File: config.mk
export PLATFORM = sky130hd
export DESIGN_NAME = blockTracker
export DESIGN_NICKNAME = d
export VERILOG_FILES = /design/src/source/evbFormatPkg.sv /design/src/source/outWordPkg.sv /design/src/source/blockTracker.sv
export SDC_FILE = /design/constraint.sdc
export NUM_CORES = 1
export LEC_CHECK = 0
export BUFFER_PORTS_ARGS = -buffer_cell sky130_fd_sc_hd__buf_2
export CAP_MARGIN = 20
export CORE_ASPECT_RATIO = 1.25
export CORE_MARGIN = 1
export CORE_UTILIZATION = 25
export DETAILED_ROUTE_END_ITERATION = 10
export MAX_ROUTING_LAYER = met4
export PLACE_DENSITY = 0.79
export SYNTH_ARGS = -nofsm -noshare
export SYNTH_HDL_FRONTEND = slang
export SYNTH_SLANG_ARGS = --single-unit
File: constraint.sdc
create_clock -name CLK -period 2.7 [get_ports CLK]
set_input_delay 0.81 -clock CLK [delete_from_list [all_inputs] [get_ports CLK]]
set_output_delay 0.81 -clock CLK [all_outputs]
set_load 0.005 [all_outputs]
File: src/source/evbFormatPkg.sv
// Event builder format package, 24-bit event word with tag and payload views
package evbFormatPkg;

	localparam int EventWidth = 24;
	localparam int TagWidth = 4;
	localparam int PayloadWidth = EventWidth - TagWidth;

	// Tag of the last event in a block
	localparam logic [TagWidth-1:0] EndOfBlockTag = 4'b0010;

	// Tag sits in the top nibble of the event
	typedef struct packed
	{
		logic [TagWidth-1:0] tag;
		logic [PayloadWidth-1:0] payload;
	} eventFields_t;

	// Raw view moves data, field view feeds block detection
	typedef union packed
	{
		logic [EventWidth-1:0] raw;
		eventFields_t fields;
	} eventWord_u;

endpackage

File: src/source/outWordPkg.sv
// Output word package, 64-bit FIFO word with two event slots and the fiber word
package outWordPkg;

	import evbFormatPkg::*;

	localparam int PadWidth = 8;
	localparam int FiberWidth = 32;

	// Two zero-padded event slots, upper slot holds the first event of a pair
	typedef struct packed
	{
		logic [PadWidth-1:0] padUpper;
		eventWord_u upperEvent;
		logic [PadWidth-1:0] padLower;
		eventWord_u lowerEvent;
	} outWord_t;

	// Word presented on the fiber port
	typedef logic [FiberWidth-1:0] fiberWord_t;

endpackage

File: src/source/blockTracker.sv
// Block tracker, counts complete event blocks held in the output FIFO
`timescale 1ns/1ps

module blockTracker
	import evbFormatPkg::*, outWordPkg::*;
#(
	parameter int BlockCountWidth = 8
)
(
	input  logic                       CLK,
	input  logic                       RSTb,
	input  logic                       clear,
	input  logic                       write,
	input  outWord_t                   writeWord,
	input  logic                       read,
	input  outWord_t                   headWord,
	output logic [BlockCountWidth-1:0] blockCount
);

	localparam logic [BlockCountWidth-1:0] MaxCount = '1;

	logic writeEob;
	logic readEob;
	logic incReq;
	logic decReq;

	// Block end is flagged by the lower event only
	assign writeEob = write && (writeWord.lowerEvent.fields.tag == EndOfBlockTag);
	assign readEob = read && (headWord.lowerEvent.fields.tag == EndOfBlockTag);

	always_ff @(posedge CLK or negedge RSTb)
	begin
		if (RSTb == 1'b0)
		begin
			incReq <= 1'b0;
			decReq <= 1'b0;
		end
		else if (clear)
		begin
			incReq <= 1'b0;
			decReq <= 1'b0;
		end
		else
		begin
			incReq <= writeEob && !readEob;	// Simultaneous ends cancel out
			decReq <= readEob && !writeEob;
		end
	end

	// Saturating block counter
	always_ff @(posedge CLK or negedge RSTb)
	begin
		if (RSTb == 1'b0)
			blockCount <= '0;
		else if (clear)
			blockCount <= '0;
		else if (incReq && blockCount != MaxCount)
			blockCount <= blockCount + 1'b1;
		else if (decReq && blockCount != '0)
			blockCount <= blockCount - 1'b1;
	end

endmodule

# Word-level counts from Yosys, hierarchy flattened
# Index checks and enable logic that the tools add are counted.
# totals
reg_bits	10
in_bits	133
out_inout_bits	8
word_cells	23
# op_classes
add_sub_neg	2
eq_ne	3
n_mux	5
reduce_logical	10
# op_table
op	count
$mux 8	3
$add 8x1->8 const B	1
$eq 4x2->1 const B	2
$ne 8x8->1 const B	1
$reduce_bool 8->1	1
$sub 8x1->8 const B	1
$logic_and 1x1->1	6
$reduce_bool 3->1	1
$logic_not 1->1	2
$mux 1	2

# Logic depth before layout (Yosys ltp)
# Gate-level depths: netlist of the first run.
# depth
ltp_word	5
mapped_depth	9
ltp_nobuf	9

# Worst setup path after synthesis of the first run
# No wires, ideal clock.
# synth_path
path_type	register to register
start	register blockCount[0]
end	register blockCount[7]
setup_time_ns	0.128
arrival_time_ns	2.401
t_required_ns	2.572
path_slack_ns	0.171
path_stages_with_launch	9
path_buffers	0
period_less_slack_ns	2.529
cell_sequence	dfrtp_1 -> nand4_1 -> o21ai_1 -> ha_1 -> a211oi_1 -> o211ai_1 -> o21ai_0 -> mux2i_1 -> mux2_1
# synth_via
elab_chain_len	4
elab_cells_between_ends	10
classes_between	add/sub (2); eq/ne (1); mux (3); reduce/logical (4)
# synth_rtl
element	line_no	rtl
from (decl)	blockTracker.sv:17	output logic [BlockCountWidth-1:0] blockCount
from (signal assigned)	blockTracker.sv:58	blockCount <= blockCount + 1'b1;
from (signal assigned)	blockTracker.sv:60	blockCount <= blockCount - 1'b1;
$sub 8x1->8 / $ne 8x8->1 (equally long branches)	blockTracker.sv:60, blockTracker.sv:57	
$mux 8 / $logic_and 1x1->1 (equally long branches)	blockTracker.sv:59, blockTracker.sv:57	
$mux 8	blockTracker.sv:57	else if (incReq && blockCount != MaxCount)
$mux 8	blockTracker.sv:55	else if (clear)
# Several ways; a longest one is shown, not always the timed one. The select of a mux whose other input is x is not followed.
# A chain may end at the register's enable or synchronous reset.

# Worst setup path after layout of the first run
# layout_path
start	register blockCount[1]
end	register blockCount[7]
# The elaborated chain is that of the path after synthesis.

==> results of run 1 <==
critical path, delay by kind of cell (launching register included):
kind | cells | cell delay (ns)
adders and majority gates | 1 | 0.24
DFF | 1 | 0.44
muxes | 2 | 0.59
and+or+nand+nor | 1 | 0.13
buffers and inverters | 1 | 0.16
AOI/OAI and AO/OA | 4 | 0.80
logic make-up after synthesis:
family	Yosys count	share of synthesized area [%]
DFF	10	33.8
and+or+nand+nor	24	17.6
AOI/OAI and AO/OA	21	20.1
xor gates and xnor gates	4	4.74
adders and majority gates	7	12.9
muxes	6	8.29
buffers and inverters	5	2.54
metal layers:
metal	track usage, %	vias to the layer above	routed length, um
li1	-	338	-
met1	11.9	313	656
met2	19.0	18	829
met3	1.22	4	62
met4	6.94	0	31
met5	-	-	0
cell type report:
cell class	count	area [um2]	area share (%)
well taps	34	42.5	4.58
multi-input cells	62	470	50.7
repair buffers	22	128	13.7
inverters	4	15.0	1.62
clock buffers	3	22.5	2.43
flip-flops and latches	10	250	27.0
Yosys cell counts, types with 3 or more instances:
library cell | n | area (um2)
a211oi_1 | 3 | 22.5
inv_1 | 4 | 15.0
mux2i_1 | 5 | 50.1
o211ai_1 | 3 | 22.5
o21a_1 | 3 | 22.5
a21oi_1 | 3 | 15.0
nor2_1 | 11 | 41.3
dfrtp_1 | 10 | 250
ha_1 | 6 | 75.1
xnor2_1 | 3 | 26.3
o21ai_0 | 3 | 15.0
state kept, by name, indices dropped and copies added (netlist names):
| name | cells |
|---|---|
| decReq | 1 |
| blockCount | 8 |
| incReq | 1 |
worst max-delay path by stage:
stage / slack, ns / from / cells past startpoint / endpoint
after floorplan: 0.17 / blockCount[0]$_DFFE_PN0P_ / 8 / blockCount[7]$_DFFE_PN0P_
after global placement: 0.26 / blockCount[1]$_DFFE_PN0P_ / 9 / blockCount[7]$_DFFE_PN0P_
after detailed placement: 0.19 / blockCount[1]$_DFFE_PN0P_ / 9 / blockCount[7]$_DFFE_PN0P_
after CTS: 0.18 / blockCount[1]$_DFFE_PN0P_ / 9 / blockCount[7]$_DFFE_PN0P_
after global routing: 0.03 / blockCount[1]$_DFFE_PN0P_ / 9 / blockCount[7]$_DFFE_PN0P_
final: 0.23 / blockCount[1]$_DFFE_PN0P_ / 9 / blockCount[7]$_DFFE_PN0P_
power by group:
part,internal (mW),switching [mW]
Combinational,0.0237,0.0237
Sequential,0.152,0.00222
Clock,0.0508,0.0393
Total,0.226,0.0653
==> reports/qor.yml, run 1 <==
drcViolationCount: 0
grt_max_degree: 14
r2r_start: "blockCount[1]$_DFFE_PN0P_"
slowest_stage: "dfrtp_1"
postSynthCellCount: 77
yosysUniqueCellTypes: 30
fin_crit_ns: 2.47
antenna_cells: 0
cts_root_buf: "clkbuf_4"
nets: 243
end_kind: "register"
powerDensity_nw_per_um2: 314
postCtsHoldBufs: 0
grt-ovfl-total: 0
setup_viol_count_final: 0
num_rows: 21
required_ns: 2.83
fin_crit_sh_pct: 91.6
grt_pass1_wl_mm: 2.70
r2r_cells: 9
max_freq_mhz: 404
final_core_util_pct: 34.0
slew_viol_final: 0
first_iter_violations: 4
fin_tns_setup_ns: 0
p_leak_nw: 0.438
synth_area_per_cell_um2: 9.60
placedInstanceArea_um2: 906
layout_setup_ws_ns: 0.226
synthToLayoutAreaGrowth_pct: 25.5
gp_congestion: 0.782
viasPerCell: 4.99
drive_gt1_share_pct: 28.7
hp-class: "input port to async pin"
htreeDepth: 1
clkSinkCount: 10
core_area_um2: 2730
clock_tree.buffer_depth: 2
fin_cells: 135
wl_per_cell_um: 11.7
seq_area_frac_synth_pct: 33.8
first_pass_iters: 4
ff2ff_setup_slack_ns: 0.23
grt_pass1_vias: 690
final_common_cell: "buf_2"
synth_seq_cells: 10
maxCapViolations: 0
cts_buffers: 3
io_pins: 141
hold_viol: 0
syn_nets: 217
worst_hold_slack_ns: 0.405
ant_nets: 0
power_uw: 292
clkTransAtPathRegs_ns: 0.05
synth-edff-count: 0
fp.dieH_um: 62.8
irDropWorstVdd_v: 0.000201
place_inst: 132
start_util_pct: 27.1
globalRouteTotalUtil_pct: 11.1
fin_area_um2: 928
worst_pin_slew_ns: 0.364
post-place-ws_ns: 0.190
vias: 673
status: "completed"
die_area_um2: 3180
antenna_found_initial: 0
path_max_fanout: 11
synth_area_um2: 739
worstSetupPathType: "register to register"
worstSetupStartpointType: "register"
skew_ns: 0.000171
relSlewSlack_pct: 75.4
cp_cell_sequence: "nand4_1 -> o21ai_1 -> buf_12 -> ha_1 -> a211oi_1 -> o211ai_1 -> o21ai_0 -> mux2i_1 -> mux2_1"
ys_warn_count: 0
tritoncts: "built"
cts_setup_buffers: 0
async_flop_share_pct: 100
clk_latency_ns: 0.25
routed_wl_mm: 1.58
io_buffers: 20
r2r_end: "blockCount[7]$_DFFE_PN0P_"
fp.dieW_um: 50.6
rsz0062_at_grt: "no"
max_stage_delay_ns: 0.44
ys.flop_type: "dfrtp_1"
crit_arrival_ns: 2.60
fill_cells: 302
postCtsResizedCells: 0
layout_common_cells: "buf_2 (20), nor2_1 (11), dfrtp_1 (10)"
Note: power is estimated with default switching activity, not from simulation.
==> run 2: changes to the inputs <==
==> constraint.sdc (replaced) <==
create_clock -name CLK -period 2.7 [get_ports CLK]
set_input_delay 0.405 -clock CLK [delete_from_list [all_inputs] [get_ports CLK]]
set_output_delay 0.405 -clock CLK [all_outputs]
set_load 0.005 [all_outputs]
==> run 2 against run 1 <==
  * Register-to-register slack about the same
  * Largest cell class unchanged
  * Count of clock-buffer cells in the layout did not move
  * Routed wire length rose by 1.1%
  * Sequential power about the same
  * Critical endpoint unchanged
==> reports/qor.yml, run 2 (synthesis gave the netlist of run 1 again) <==
globalRouteTotalUtil_pct: 11.1  # unchanged
clkTransAtPathRegs_ns: 0.05  # about the same
powerDensity_nw_per_um2: 312  # was 314 nW/um2
first_iter_violations: 7  # was 4
drcViolationCount: 0  # unchanged
hold_viol: 0  # unchanged
htreeDepth: 1  # unchanged
rsz0062_at_grt: "no"  # unchanged
slowest_stage: "dfrtp_1"  # unchanged
start_util_pct: 27.1  # unchanged
clkSinkCount: 10  # unchanged
fill_cells: 301  # was 302
largest_reg_flops: 8  # unchanged
fp.dieW_um: 50.6  # unchanged
fin_tns_setup_ns: 0  # unchanged
end_kind: "register"  # unchanged
regMostFlops: "blockCount"  # unchanged
viasPerCell: 5.00  # was 4.99
num_rows: 21  # unchanged
hp-class: "input port to register"  # was input port to async pin
antenna_cells: 0  # unchanged
wl_per_cell_um: 11.7  # about the same
core_area_um2: 2730  # unchanged
worstSetupStartpointType: "register"  # unchanged
nets: 244  # was 243
max_freq_mhz: 403  # was 404 MHz
relSlewSlack_pct: 75.4  # unchanged
vias: 680  # was 673
cp_top_family: "compound AO/OA/AOI/OAI gates"  # unchanged
cts_root_buf: "clkbuf_4"  # unchanged
cp_cell_sequence: "nand4_1 -> o21ai_1 -> buf_12 -> ha_1 -> a211oi_1 -> o211ai_1 -> o21ai_0 -> mux2i_1 -> mux2_1"  # unchanged
worst_hold_slack_ns: 0.342  # was 0.405 ns
synthToLayoutAreaGrowth_pct: 26.9  # was 25.5%
skew_ns: 0.000171  # unchanged
setup_viol_count_final: 0  # unchanged
maxCapViolations: 0  # unchanged
clock_tree.buffer_depth: 2  # unchanged
routed_wl_mm: 1.60  # was 1.58 mm
cts_buffers: 3  # unchanged
max_stage_delay_ns: 0.44  # about the same
grt_pass1_wl_mm: 2.70  # unchanged
fin_crit_ns: 2.48  # was 2.47 ns
worst_pin_slew_ns: 0.364  # unchanged
fin_crit_sh_pct: 92.0  # was 91.6%
drive_gt1_share_pct: 28.4  # was 28.7%
clk_latency_ns: 0.25  # about the same
worstSetupPathType: "register to register"  # unchanged
fp.dieH_um: 62.8  # unchanged
crit_buf_inv: 1  # unchanged
p_leak_nw: 0.442  # was 0.438 nW
reg.largest.list: "blockCount: 8 flops, decReq: 1 flops, incReq: 1 flops"  # unchanged
gp_congestion: 0.782  # unchanged
ant_nets: 0  # unchanged
layout_common_cells: "buf_2 (20), nor2_1 (11), dfrtp_1 (10)"  # unchanged
grt_pass1_vias: 690  # unchanged
die_area_um2: 3180  # unchanged
io_pins: 141  # unchanged
path_max_fanout: 11  # unchanged
io_buffers: 20  # unchanged
grt_max_degree: 14  # unchanged
crit_arrival_ns: 2.61  # was 2.60 ns
status: "completed"  # unchanged
required_ns: 2.83  # about the same
first_pass_iters: 4  # unchanged
slew_viol_final: 0  # unchanged
irDropWorstVdd_v: 0.000207  # was 0.000201 V
tritoncts: "built"  # unchanged
grt-ovfl-total: 0  # unchanged
final_common_cell: "buf_2"  # unchanged
antenna_found_initial: 0  # unchanged
==> run 2: cell types whose count changed in the layout (fill, tap and decap cells not counted), sizes merged <==
cell / delta
dlygate4sd3: +1
==> run 2: repair_timing <==
| item | 4_1_cts | 5_1_grt |
|---|---|---|
| endpoints found under the hold margin | 10 | 0 |
| hold buffers | 1 | 0 |
| setup buffers | 0 | 0 |
| resized for setup | 0 | 0 |
==> run 2: path summary, 6_finish.rpt <==
path | startpoint | end | slack [ns] | cells after the start
worst max-delay path | blockCount[1]$_DFFE_PN0P_ | blockCount[7]$_DFFE_PN0P_ | 0.22 | 9
worst min-delay path | write | decReq$_DFF_PN0_ | 0.34 | 2
worst max register to register | blockCount[1]$_DFFE_PN0P_ | blockCount[7]$_DFFE_PN0P_ | 0.22 | 9
worst min register to register | blockCount[3]$_DFFE_PN0P_ | blockCount[3]$_DFFE_PN0P_ | 0.61 | 2
max in group asynchronous | RSTb | blockCount[7]$_DFFE_PN0P_ | 1.98 | 2
min in group asynchronous | RSTb | incReq$_DFF_PN0_ | 0.53 | 2
==> run 2: through the flow <==
stage	area [um2]	utilization [%]	cells	total power [mW]	setup slack, ns
5_1_grt	938	34.3	136	0.315	0.0336
3_5_place_dp	906	33.2	132	0.205	0.190
3_3_place_gp	906	33.2	132	0.202	0.260
2_1_floorplan	739	-	77	0.185	0.171
6_report	938	34.3	136	0.293	0.216
4_1_cts	938	34.3	136	0.300	0.181
==> run 2: cell type report <==
type                    instances  area (um2)  area share [%]
multi-input cells              62         470            50.1
flip-flops and latches         10         250            26.7
repair buffers                 23         138            14.7
well taps                      34        42.5            4.53
clock buffers                   3        22.5            2.40
inverters                       4        15.0            1.60
==> run 2: metal layers <==
metal / GRT usage [%] / up-vias / part of all wire [%]
met2: 19.0 / 18 / 52
met4: 6.94 / 0 / 1.9
li1: - / 340 / -
met5: - / - / 0
met1: 11.9 / 318 / 42
met3: 1.22 / 4 / 3.8
==> run 2: where the power goes <==
group / internal [mW] / leakage, nW / switching, mW
clock network: 0.0508 / 0.0138 / 0.0393
registers: 0.152 / 0.139 / 0.00222
logic: 0.0246 / 0.289 / 0.0241
