$ cat config.mk
export PLATFORM = sky130hd
export DESIGN_NAME = eventPairPacker
export DESIGN_NICKNAME = d
export VERILOG_FILES = /design/src/source/evbFormatPkg.sv /design/src/source/outWordPkg.sv /design/src/source/eventPairPacker.sv
export SDC_FILE = /design/constraint.sdc
export NUM_CORES = 1
export LEC_CHECK = 0
export ABC_AREA = 1
export BUFFER_PORTS_ARGS = -buffer_cell sky130_fd_sc_hd__buf_2
export CAP_MARGIN = 10
export CORE_ASPECT_RATIO = 0.8
export CORE_MARGIN = 3
export CORE_UTILIZATION = 30
export CTS_BUF_LIST = sky130_fd_sc_hd__clkbuf_8
export DETAILED_ROUTE_END_ITERATION = 7
export GPL_ROUTABILITY_DRIVEN = 0
export PLACE_DENSITY = 0.7
export SYNTH_ARGS = -nofsm -noshare
export SYNTH_HDL_FRONTEND = slang
export SYNTH_SLANG_ARGS = --single-unit
$ cat constraint.sdc
create_clock -name CLK -period 2 [get_ports CLK]
set_clock_uncertainty 0.1 [all_clocks]
set_input_delay 0.2 -clock CLK [delete_from_list [all_inputs] [get_ports CLK]]
set_output_delay 0.2 -clock CLK [all_outputs]
set_load 0.02 [all_outputs]
$ cat src/source/evbFormatPkg.sv
// Event builder format package, 24-bit event word with tag and payload views
package evbFormatPkg;

	localparam int EventWidth = 24;
	localparam int TagWidth = 4;
	localparam int PayloadWidth = EventWidth - TagWidth;

	// Tag of the last event in a block
	localparam logic [TagWidth-1:0] EndOfBlockTag = 4'b0010;

	// Tag sits in the top nibble of the event
	typedef struct packed
	{
		logic [TagWidth-1:0] tag;
		logic [PayloadWidth-1:0] payload;
	} eventFields_t;

	// Raw view moves data, field view feeds block detection
	typedef union packed
	{
		logic [EventWidth-1:0] raw;
		eventFields_t fields;
	} eventWord_u;

endpackage

$ cat src/source/outWordPkg.sv
// Output word package, 64-bit FIFO word with two event slots and the fiber word
package outWordPkg;

	import evbFormatPkg::*;

	localparam int PadWidth = 8;
	localparam int FiberWidth = 32;

	// Two zero-padded event slots, upper slot holds the first event of a pair
	typedef struct packed
	{
		logic [PadWidth-1:0] padUpper;
		eventWord_u upperEvent;
		logic [PadWidth-1:0] padLower;
		eventWord_u lowerEvent;
	} outWord_t;

	// Word presented on the fiber port
	typedef logic [FiberWidth-1:0] fiberWord_t;

endpackage

$ cat src/source/eventPairPacker.sv
// Event pair packer, pops builder events and packs them into 64-bit output words
`timescale 1ns/1ps

module eventPairPacker
	import evbFormatPkg::*, outWordPkg::*;
(
	input  logic       CLK,
	input  logic       RSTb,
	input  logic       enable,
	input  logic       clear,
	input  logic       mode64,
	input  logic       evbEmpty,
	input  eventWord_u evbData,
	input  logic       fifoFull,
	output logic       evbRead,
	output logic       fifoWrite,
	output outWord_t   packedWord
);

	localparam logic ReadIdle = 1'b0;
	localparam logic ReadActive = 1'b1;

	logic readState;
	logic oddEvent;	// Next event goes to the lower half
	logic loadUpper;
	logic loadLower;
	logic lowerEob;
	eventWord_u upperReg;
	eventWord_u lowerReg;

	assign evbRead = (readState == ReadActive) && !evbEmpty;

	// 32-bit mode copies every event into both halves
	assign loadUpper = evbRead && (!mode64 || !oddEvent);
	assign loadLower = evbRead && (!mode64 || oddEvent);

	assign lowerEob = (lowerReg.fields.tag == EndOfBlockTag);

	assign packedWord = '{
		padUpper:   '0,
		upperEvent: upperReg,
		padLower:   '0,
		lowerEvent: lowerReg
	};

	// Read machine
	always_ff @(posedge CLK or negedge RSTb)
	begin
		if (RSTb == 1'b0)
			readState <= ReadIdle;
		else
		begin
			case (readState)
				ReadIdle:
				begin
					if (enable && !evbEmpty && !fifoFull)
						readState <= ReadActive;
				end
				ReadActive:
				begin
					if (!enable || evbEmpty || fifoFull)
						readState <= ReadIdle;
				end
				default: readState <= ReadIdle;
			endcase
		end
	end

	// Parity machine, restarts at even on disable, clear or end of block
	always_ff @(posedge CLK or negedge RSTb)
	begin
		if (RSTb == 1'b0)
			oddEvent <= 1'b0;
		else
		begin
			if (clear || !enable)
				oddEvent <= 1'b0;
			else if (fifoWrite && lowerEob)
				oddEvent <= evbRead && mode64;	// A pop on this edge opens a new pair
			else if (evbRead && mode64)
				oddEvent <= !oddEvent;
		end
	end

	// Event half registers
	always_ff @(posedge CLK)
	begin
		if (loadUpper)
			upperReg <= evbData;
		if (loadLower)
			lowerReg <= evbData;
	end

	// Word is complete once the lower half is loaded
	always_ff @(posedge CLK or negedge RSTb)
	begin
		if (RSTb == 1'b0)
			fifoWrite <= 1'b0;
		else
			fifoWrite <= loadLower;
	end

endmodule

## Word-level counts from Yosys, hierarchy flattened

Index checks and enable logic that the tools add are counted.
W data, S select, Z words.

| storage, ports and cells | value |
|---|---|
| bits in registers | 51 |

| operators by class | value |
|---|---|
| bitwise gates (word level) | 1 |
| multiplexer cells | 6 |
| eq/ne operators | 1 |
| reductions and logical operators | 18 |

Operators by type and width:

| kind | count |
|---|---|
| $logic_and A1 B1 Y1 | 7 |
| $logic_not A1 Y1 | 5 |
| $logic_or A1 B1 Y1 | 5 |
| $mux W1 | 5 |
| $eq A4 B2 Y1 const B | 1 |
| $reduce_bool A3 Y1 | 1 |
| $pmux W1 S2 | 1 |
| $not A1 Y1 | 1 |

## Depth between registers and ports, before layout

Gate-level depths: netlist of run 1.

| depth | value |
|---|---|
| word-level depth | 6 |
| depth in mapped cells | 6 |

## Least setup slack after synthesis of run 1

OpenSTA, ideal clock, no wires.

| timing path | value |
|---|---|
| path kind | register to register |
| start point | register oddEvent |
| end point | register upperReg[0] in the netlist's numbering, enable pin |
| required time | 1.487 ns |
| slack | -0.139 ns |
| period minus slack after synthesis | 2.139 ns |
| cell stages (with the launch flop) | 2 |
| buffers on the path | 0 |
| library setup time | 0.413 ns |
| data arrival time | 1.625 ns |
| path through | dfrtp_1 -> a21oi_1 |

| between the ends | value |
|---|---|
| cells in the longest elaborated chain, start to end | 3 |

RTL lines:

| item | RTL line | text |
|---|---|---|
| from (decl) | eventPairPacker.sv:24 | `logic oddEvent;` |
| from (signal assigned) | eventPairPacker.sv:79 | `oddEvent <= evbRead && mode64;` |
| from (signal assigned) | eventPairPacker.sv:81 | `oddEvent <= !oddEvent;` |
| $logic_not A1 Y1 | eventPairPacker.sv:34 | `assign loadUpper = evbRead && (!mode64 \|\| !oddEvent);` |
| $logic_or A1 B1 Y1 | eventPairPacker.sv:34 |  |
| $logic_and A1 B1 Y1 | eventPairPacker.sv:34 |  |
| net loadUpper | eventPairPacker.sv:25 | `logic loadUpper;` |
| to (signal assigned) | eventPairPacker.sv:89 | `upperReg <= evbData;` |
| to (decl) | eventPairPacker.sv:28 | `eventWord_u upperReg;` |

The timed path passes the listed nets, and every way through them passes these cells.
A chain may end at the register's enable or synchronous reset.

## Final worst setup path of run 1

| timing path | value |
|---|---|
| start point | input fifoFull |
| end point | register readState |

| between the ends | value |
|---|---|
| cells in the longest elaborated chain, start to end | 4 |

RTL lines:

| item | RTL line | text |
|---|---|---|
| from (decl) | eventPairPacker.sv:14 | `input logic fifoFull,` |
| $logic_not A1 Y1 | eventPairPacker.sv:56 | `if (enable && !evbEmpty && !fifoFull)` |
| $logic_and A1 B1 Y1 | eventPairPacker.sv:56 |  |
| $mux W1 | eventPairPacker.sv:56 |  |
| $pmux W1 S2 (*) | eventPairPacker.sv:53 | `case (readState)` |
| to (signal assigned) | eventPairPacker.sv:57 | `readState <= ReadActive;` |
| to (signal assigned) | eventPairPacker.sv:62 | `readState <= ReadIdle;` |
| to (signal assigned) | eventPairPacker.sv:64 | `default: readState <= ReadIdle;` |
| to (decl) | eventPairPacker.sv:23 | `logic readState;` |

Every way passes the cells marked *; elsewhere a longest branch is shown, timed or not.

==> results_dict.tcl, run 1 <==
set metrics [dict create \
    final_nets 233 \
    cts_resized 0 \
    post_cts_buffers 0 \
    multi_input_area_um2 154 \
    finalMaxSlewViolations 0 \
    ys_seq_area_share_pct 86.8 \
    path_max_fanout 1 \
    drc 0 \
    cts_buffer_depth 2 \
    maxCapViolations 0 \
    cts.sink_count 51 \
    grt_use_met2_pct 19.5 \
    hpwl_um 2420 \
    rr_worst_depth 3 \
    cts_tree "yes" \
    drtIter0Drc 15 \
    top_usage_layer "met2" \
    pwr-share-clk_pct 28.2 \
    first_global_vias 1153 \
    clock-root-buffer "clkbuf_8" \
    cts.clk_slew.worst_paths_ns 0.08 \
    intPower_mw 1.49 \
    status "finished, final reports clean" \
    die_w_um 91.3 \
    insertion_delay_ns 0.28 \
    yosysTopAreaCell "edfxtp_1" \
    io_pins 97 \
    port_buffers 80 \
    min_path_type "input port to flip-flop" \
    yosys_warnings 0 \
    synth_cell_types 14 \
    rsz0062_at_grt "no" \
    grt_max_degree 26 \
    grt_use_met1_pct 11.6 \
    synth_area_leaders "edfxtp_1, buf_4, dfrtp_1" \
    p_sw_mw 0.387 \
    worstReg2RegEnd "lowerReg[3]" \
    synthCells 87 \
    start_util_pct 31.6 \
    antenna_found_initial 0 \
    die_y_um 74.3 \
    via_per_inst 3.81 \
    p_leak_nw 1.07 \
    crit_type "input port to flip-flop" \
    n_fill_cell 525 \
    met3_usage_pct 3.84 \
    hold_violations 0 \
    cp.required_ns 2.12 \
    p_total_mw 1.87 \
    synth_seq_cells 51 \
    cts_buffers 5 \
    yosys.area.top_type_share_pct 82.5 \
    max-vdd-ir-drop_uv 352 \
    whs_path_depth 4 \
    wl_per_cell_um 12.3 \
    hp-start "clear" \
    p_seq_share_pct 63.4 \
    cp_data_arrival_time_ns 1.60 \
    grt_pass1_wl_um 5480 \
    diodes 0 \
    drt.antenna.violating_nets 0 \
    r2r-start "oddEvent" \
    p_comb_share_pct 8.3 \
    cts-htree-levels 2 \
    rows 24 \
    finalSetupViolCount 0 \
    grt_usage_pct 10.6 \
    wl_um 3450 \
    p_sw_share_pct 20.7 \
    regArea_mm2 0.00152 \
    fmax_ghz 0.677 \
    drive_gt1_share_pct 48.5 \
    firstDrtPassIters 2 \
    powerDensity_mw_per_mm2 735 \
    die_area_mm2 0.00678 \
    start_kind "input port" \
    min_period_ns 1.48 \
    whs_endpoint "oddEvent" \
    grt-ovfl-total 0 \
    reg2reg_slack_ns 0.67 \
    syn2layout_area_growth_pct 46.0 \
    synth_area_mm2 0.00175 \
    finalCritPeriodShare_pct 73.9 \
    num_vias 1068 \
    tns_ns 0 \
    syn_area_per_cell_um2 20.1 \
    endpoint_kind "flip-flop" \
    core_area_mm2 0.00553 \
]
[worst max-delay path: stages]
cell and delay [ns]:
dlygate4sd3_1 0.53, buf_2 0.12, nor3_1 0.17, dlygate4sd3_1 0.59
[power by group through the flow]
stage | sequential (mW) | combinational, mW | clock [mW]
2_1_floorplan | 1.23 | 0.0653 | 0
3_3_place_gp | 1.21 | 0.113 | 0
3_5_place_dp | 1.21 | 0.116 | 0
4_1_cts | 1.19 | 0.156 | 0.556
5_1_grt | 1.19 | 0.170 | 0.592
6_report | 1.19 | 0.156 | 0.529
[how the worst max path moves through the flow]
| stage | slack (ns) | start | cells after the start | endpoint |
|---|---|---|---|---|
| after floorplan | 0.005 | oddEvent | 2 | lowerReg[0] |
| after global placement | 0.68 | evbEmpty | 5 | upperReg[6] |
| after detailed placement | 0.65 | evbEmpty | 5 | upperReg[12] |
| after CTS | 0.58 | fifoFull | 4 | readState |
| after global routing | 0.47 | fifoFull | 4 | readState |
| final | 0.52 | fifoFull | 4 | readState |
[routing by layer]
metal | vias up | share of wire, %
met3 | 5 | 7.6
li1 | 507 | -
met2 | 56 | 53
met4 | 0 | 0.58
met1 | 500 | 38
met5 | - | 0
[cell usage after synthesis]
master,count
conb_1,1
dfrtp_1,3
buf_4,16
nand2_2,1
nor3_1,1
nor2_2,4
nor2_8,1
edfxtp_1,48
nand2_1,1
inv_1,3
inv_2,2
nor2_1,2
nand3_1,2
a21oi_1,2
[area by class of cell]
| class | instances | share of cell area, % |
|---|---|---|
| Sequential cell | 51 | 59.5 |
| Timing Repair Buffer | 109 | 26.9 |
| Multi-Input combinational cell | 30 | 6.04 |
| Tap cell | 78 | 3.83 |
| Clock buffer | 5 | 2.70 |
| Inverter | 5 | 0.736 |
| Clock inverter | 2 | 0.343 |
[logic make-up (layout without fill, tap and decap cells)]
family | count (synthesis) | count (layout) | share of synthesized area [%]
flops | 51 | 51 | 86.8
buf+inv | 21 | 121 | 7.95
other cells | 1 | 16 | 0.215
simple gates | 12 | 12 | 4.44
compound gates | 2 | 2 | 0.573
[through the flow]
step	utilization (%)	worst slack [ns]	instance area, um^2	instances	hold WS, ns
after floorplan	-	0.00462	1810	102	-0.196
after global placement	39.9	0.681	2200	246	-0.0992
after detailed placement	39.9	0.647	2200	246	-0.0991
after CTS	46.2	0.576	2550	280	0.108
after global routing	46.2	0.468	2550	280	0.128
final	46.2	0.522	2550	280	0.118
[state kept, by name, indices dropped and copies added, names as in the netlist]
register / flops
lowerReg: 24
upperReg: 24
fifoWrite: 1
oddEvent: 1
readState: 1
[cell usage in the layout (no fill, tap or decap)]
| master | n |
|---|---|
| a21oi_1 | 1 |
| a21oi_2 | 1 |
| buf_2 | 80 |
| buf_4 | 2 |
| clkbuf_8 | 5 |
| clkinv_1 | 1 |
| clkinv_2 | 1 |
| conb_1 | 16 |
| dfrtp_1 | 3 |
| dlygate4sd3_1 | 27 |
| edfxtp_1 | 48 |
| inv_1 | 3 |
| inv_2 | 2 |
| nand2_1 | 1 |
| nand2_2 | 1 |
| nand3_1 | 2 |
| nor2_1 | 1 |
| nor2_2 | 5 |
| nor2_8 | 1 |
| nor3_1 | 1 |
[repair_timing]
item                                   CTS  global route
endpoints found under the hold margin   52             0
setup endpoints to repair                0             0
hold buffers                            27             0
Power figures use the tool's default switching activity.
==> run 2: changes to the inputs <==
PLACE_DENSITY = 0.68   (was 0.7)
clock period = 1.4 ns   (was 2 ns; I/O delays follow)
==> results_dict.tcl, run 2 (synthesis results as in run 1) <==
set metrics [dict create \
    drtIter0Drc 23 \
    max-vdd-ir-drop_uv 570 \
    start_util_pct 31.6 \
    grt_usage_pct 9.85 \
    cts_buffers 5 \
    final_nets 234 \
    p_sw_mw 0.548 \
    rows 24 \
    top_regs "lowerReg x24, upperReg x24" \
    die_w_um 91.3 \
    core_area_mm2 0.00553 \
    min_path_type "input port to flip-flop" \
    grt_pass1_wl_um 5090 \
    via_per_inst 3.79 \
    pwr-share-clk_pct 32.7 \
    p_seq_share_pct 59.4 \
    first_global_vias 1092 \
    crit_type "flip-flop to output port" \
    grt_max_degree 26 \
    wl_per_cell_um 11.9 \
    cts.clk_slew.worst_paths_ns 0.08 \
    cts_resized 0 \
    rsz0062_at_grt "no" \
    cts_buffer_depth 2 \
    mostFrequentLayoutCell "buf_2" \
    intPower_mw 2.31 \
    tns_ns 0 \
    whs_path_depth 3 \
    finalCritPeriodShare_pct 88.3 \
    grt-ovfl-total 0 \
    die_area_mm2 0.00678 \
    cts.sink_count 51 \
    final_cells 281 \
    hpwl_um 2300 \
    hold_violations 0 \
    powerDensity_mw_per_mm2 1100 \
    die_y_um 74.3 \
    io_pins 97 \
    endpoint_kind "output port" \
    status "finished, final reports clean" \
    syn2layout_area_growth_pct 48.9 \
    min_period_ns 1.24 \
    p_leak_nw 1.09 \
    antenna_found_initial 0 \
    path_max_fanout 4 \
    utilization_pct 47.1 \
    rr_worst_depth 2 \
    diodes 0 \
    cp.required_ns 1.16 \
    p_total_mw 2.86 \
    drc 0 \
    cts_tree "yes" \
    cp_data_arrival_time_ns 1.00 \
    num_vias 1065 \
    clock-root-buffer "clkbuf_8" \
    firstDrtPassIters 3 \
    drive_gt1_share_pct 48.8 \
    start_kind "flip-flop" \
    dp.cells 247 \
    cts-htree-levels 2 \
    insertion_delay_ns 0.28 \
    p_sw_share_pct 19.2 \
    finalSetupViolCount 0 \
    finalMaxSlewViolations 0 \
    wl_um 3340 \
    drt.antenna.violating_nets 0 \
    fmax_ghz 0.809 \
    maxCapViolations 0 \
    mostFrequentLayoutCells "buf_2, edfxtp_1, dlygate4sd3_1" \
    port_buffers 80 \
    p_comb_share_pct 7.9 \
]
[run 2: critical path, cell delays in order, from the launching register on]
cell and delay, ns:
dfrtp_1 0.38, nand2_2 0.13, inv_1 0.05, buf_2 0.15
[run 2: final cells by class]
type	instances	area [um^2]
multi-input combinational	30	159
fill	521	2930
sequential	51	1520
timing repair buffer	110	706
inverter	5	18.8
tap	78	97.6
clock inverter	2	33.8
clock buffer	5	68.8
[run 2: power by group through the flow]
stage / combinational, mW / sequential, mW / clock, mW
after global routing: 0.247 / 1.70 / 1.04
after global placement: 0.165 / 1.73 / 0
final: 0.226 / 1.70 / 0.933
after CTS: 0.226 / 1.70 / 0.979
after detailed placement: 0.169 / 1.73 / 0
after floorplan: 0.0948 / 1.76 / 0
[run 2: through the flow]
step / instance area, um^2 / worst slack, ns / hold slack, ns
6_report: 2600 / 0.163 / 0.0365
5_1_grt: 2600 / 0.0946 / 0.0542
4_1_cts: 2600 / 0.0607 / 0.0357
3_5_place_dp: 2230 / 0.187 / -0.158
3_3_place_gp: 2230 / 0.202 / -0.160
2_1_floorplan: 1810 / -0.212 / -0.256
[run 2: what timing repair did]
item | in CTS | in global routing
buffers inserted | 0 | 0
hold buffers | 27 | 1
setup endpoints to repair | 0 | 1
hold endpoints to repair | 52 | 1
[run 2: path summary, 6_finish.rpt]
kind | start | slack [ns] | to
worst max-delay path | readState | 0.16 | evbRead
worst min-delay path | enable | 0.04 | readState
worst max register to register | oddEvent | 0.18 | upperReg[1]
worst min register to register | oddEvent | 0.51 | oddEvent
max in group asynchronous | RSTb | 1.01 | fifoWrite
min in group asynchronous | RSTb | 0.08 | readState
[run 2: layer usage]
metal | routed length (um) | vias to the layer above | track usage (%)
li1 | - | 507 | -
met1 | 1300 | 497 | 10.9
met2 | 1700 | 56 | 17.1
met3 | 319 | 5 | 4.45
met4 | 23 | 0 | 3.51
met5 | 0 | - | 0
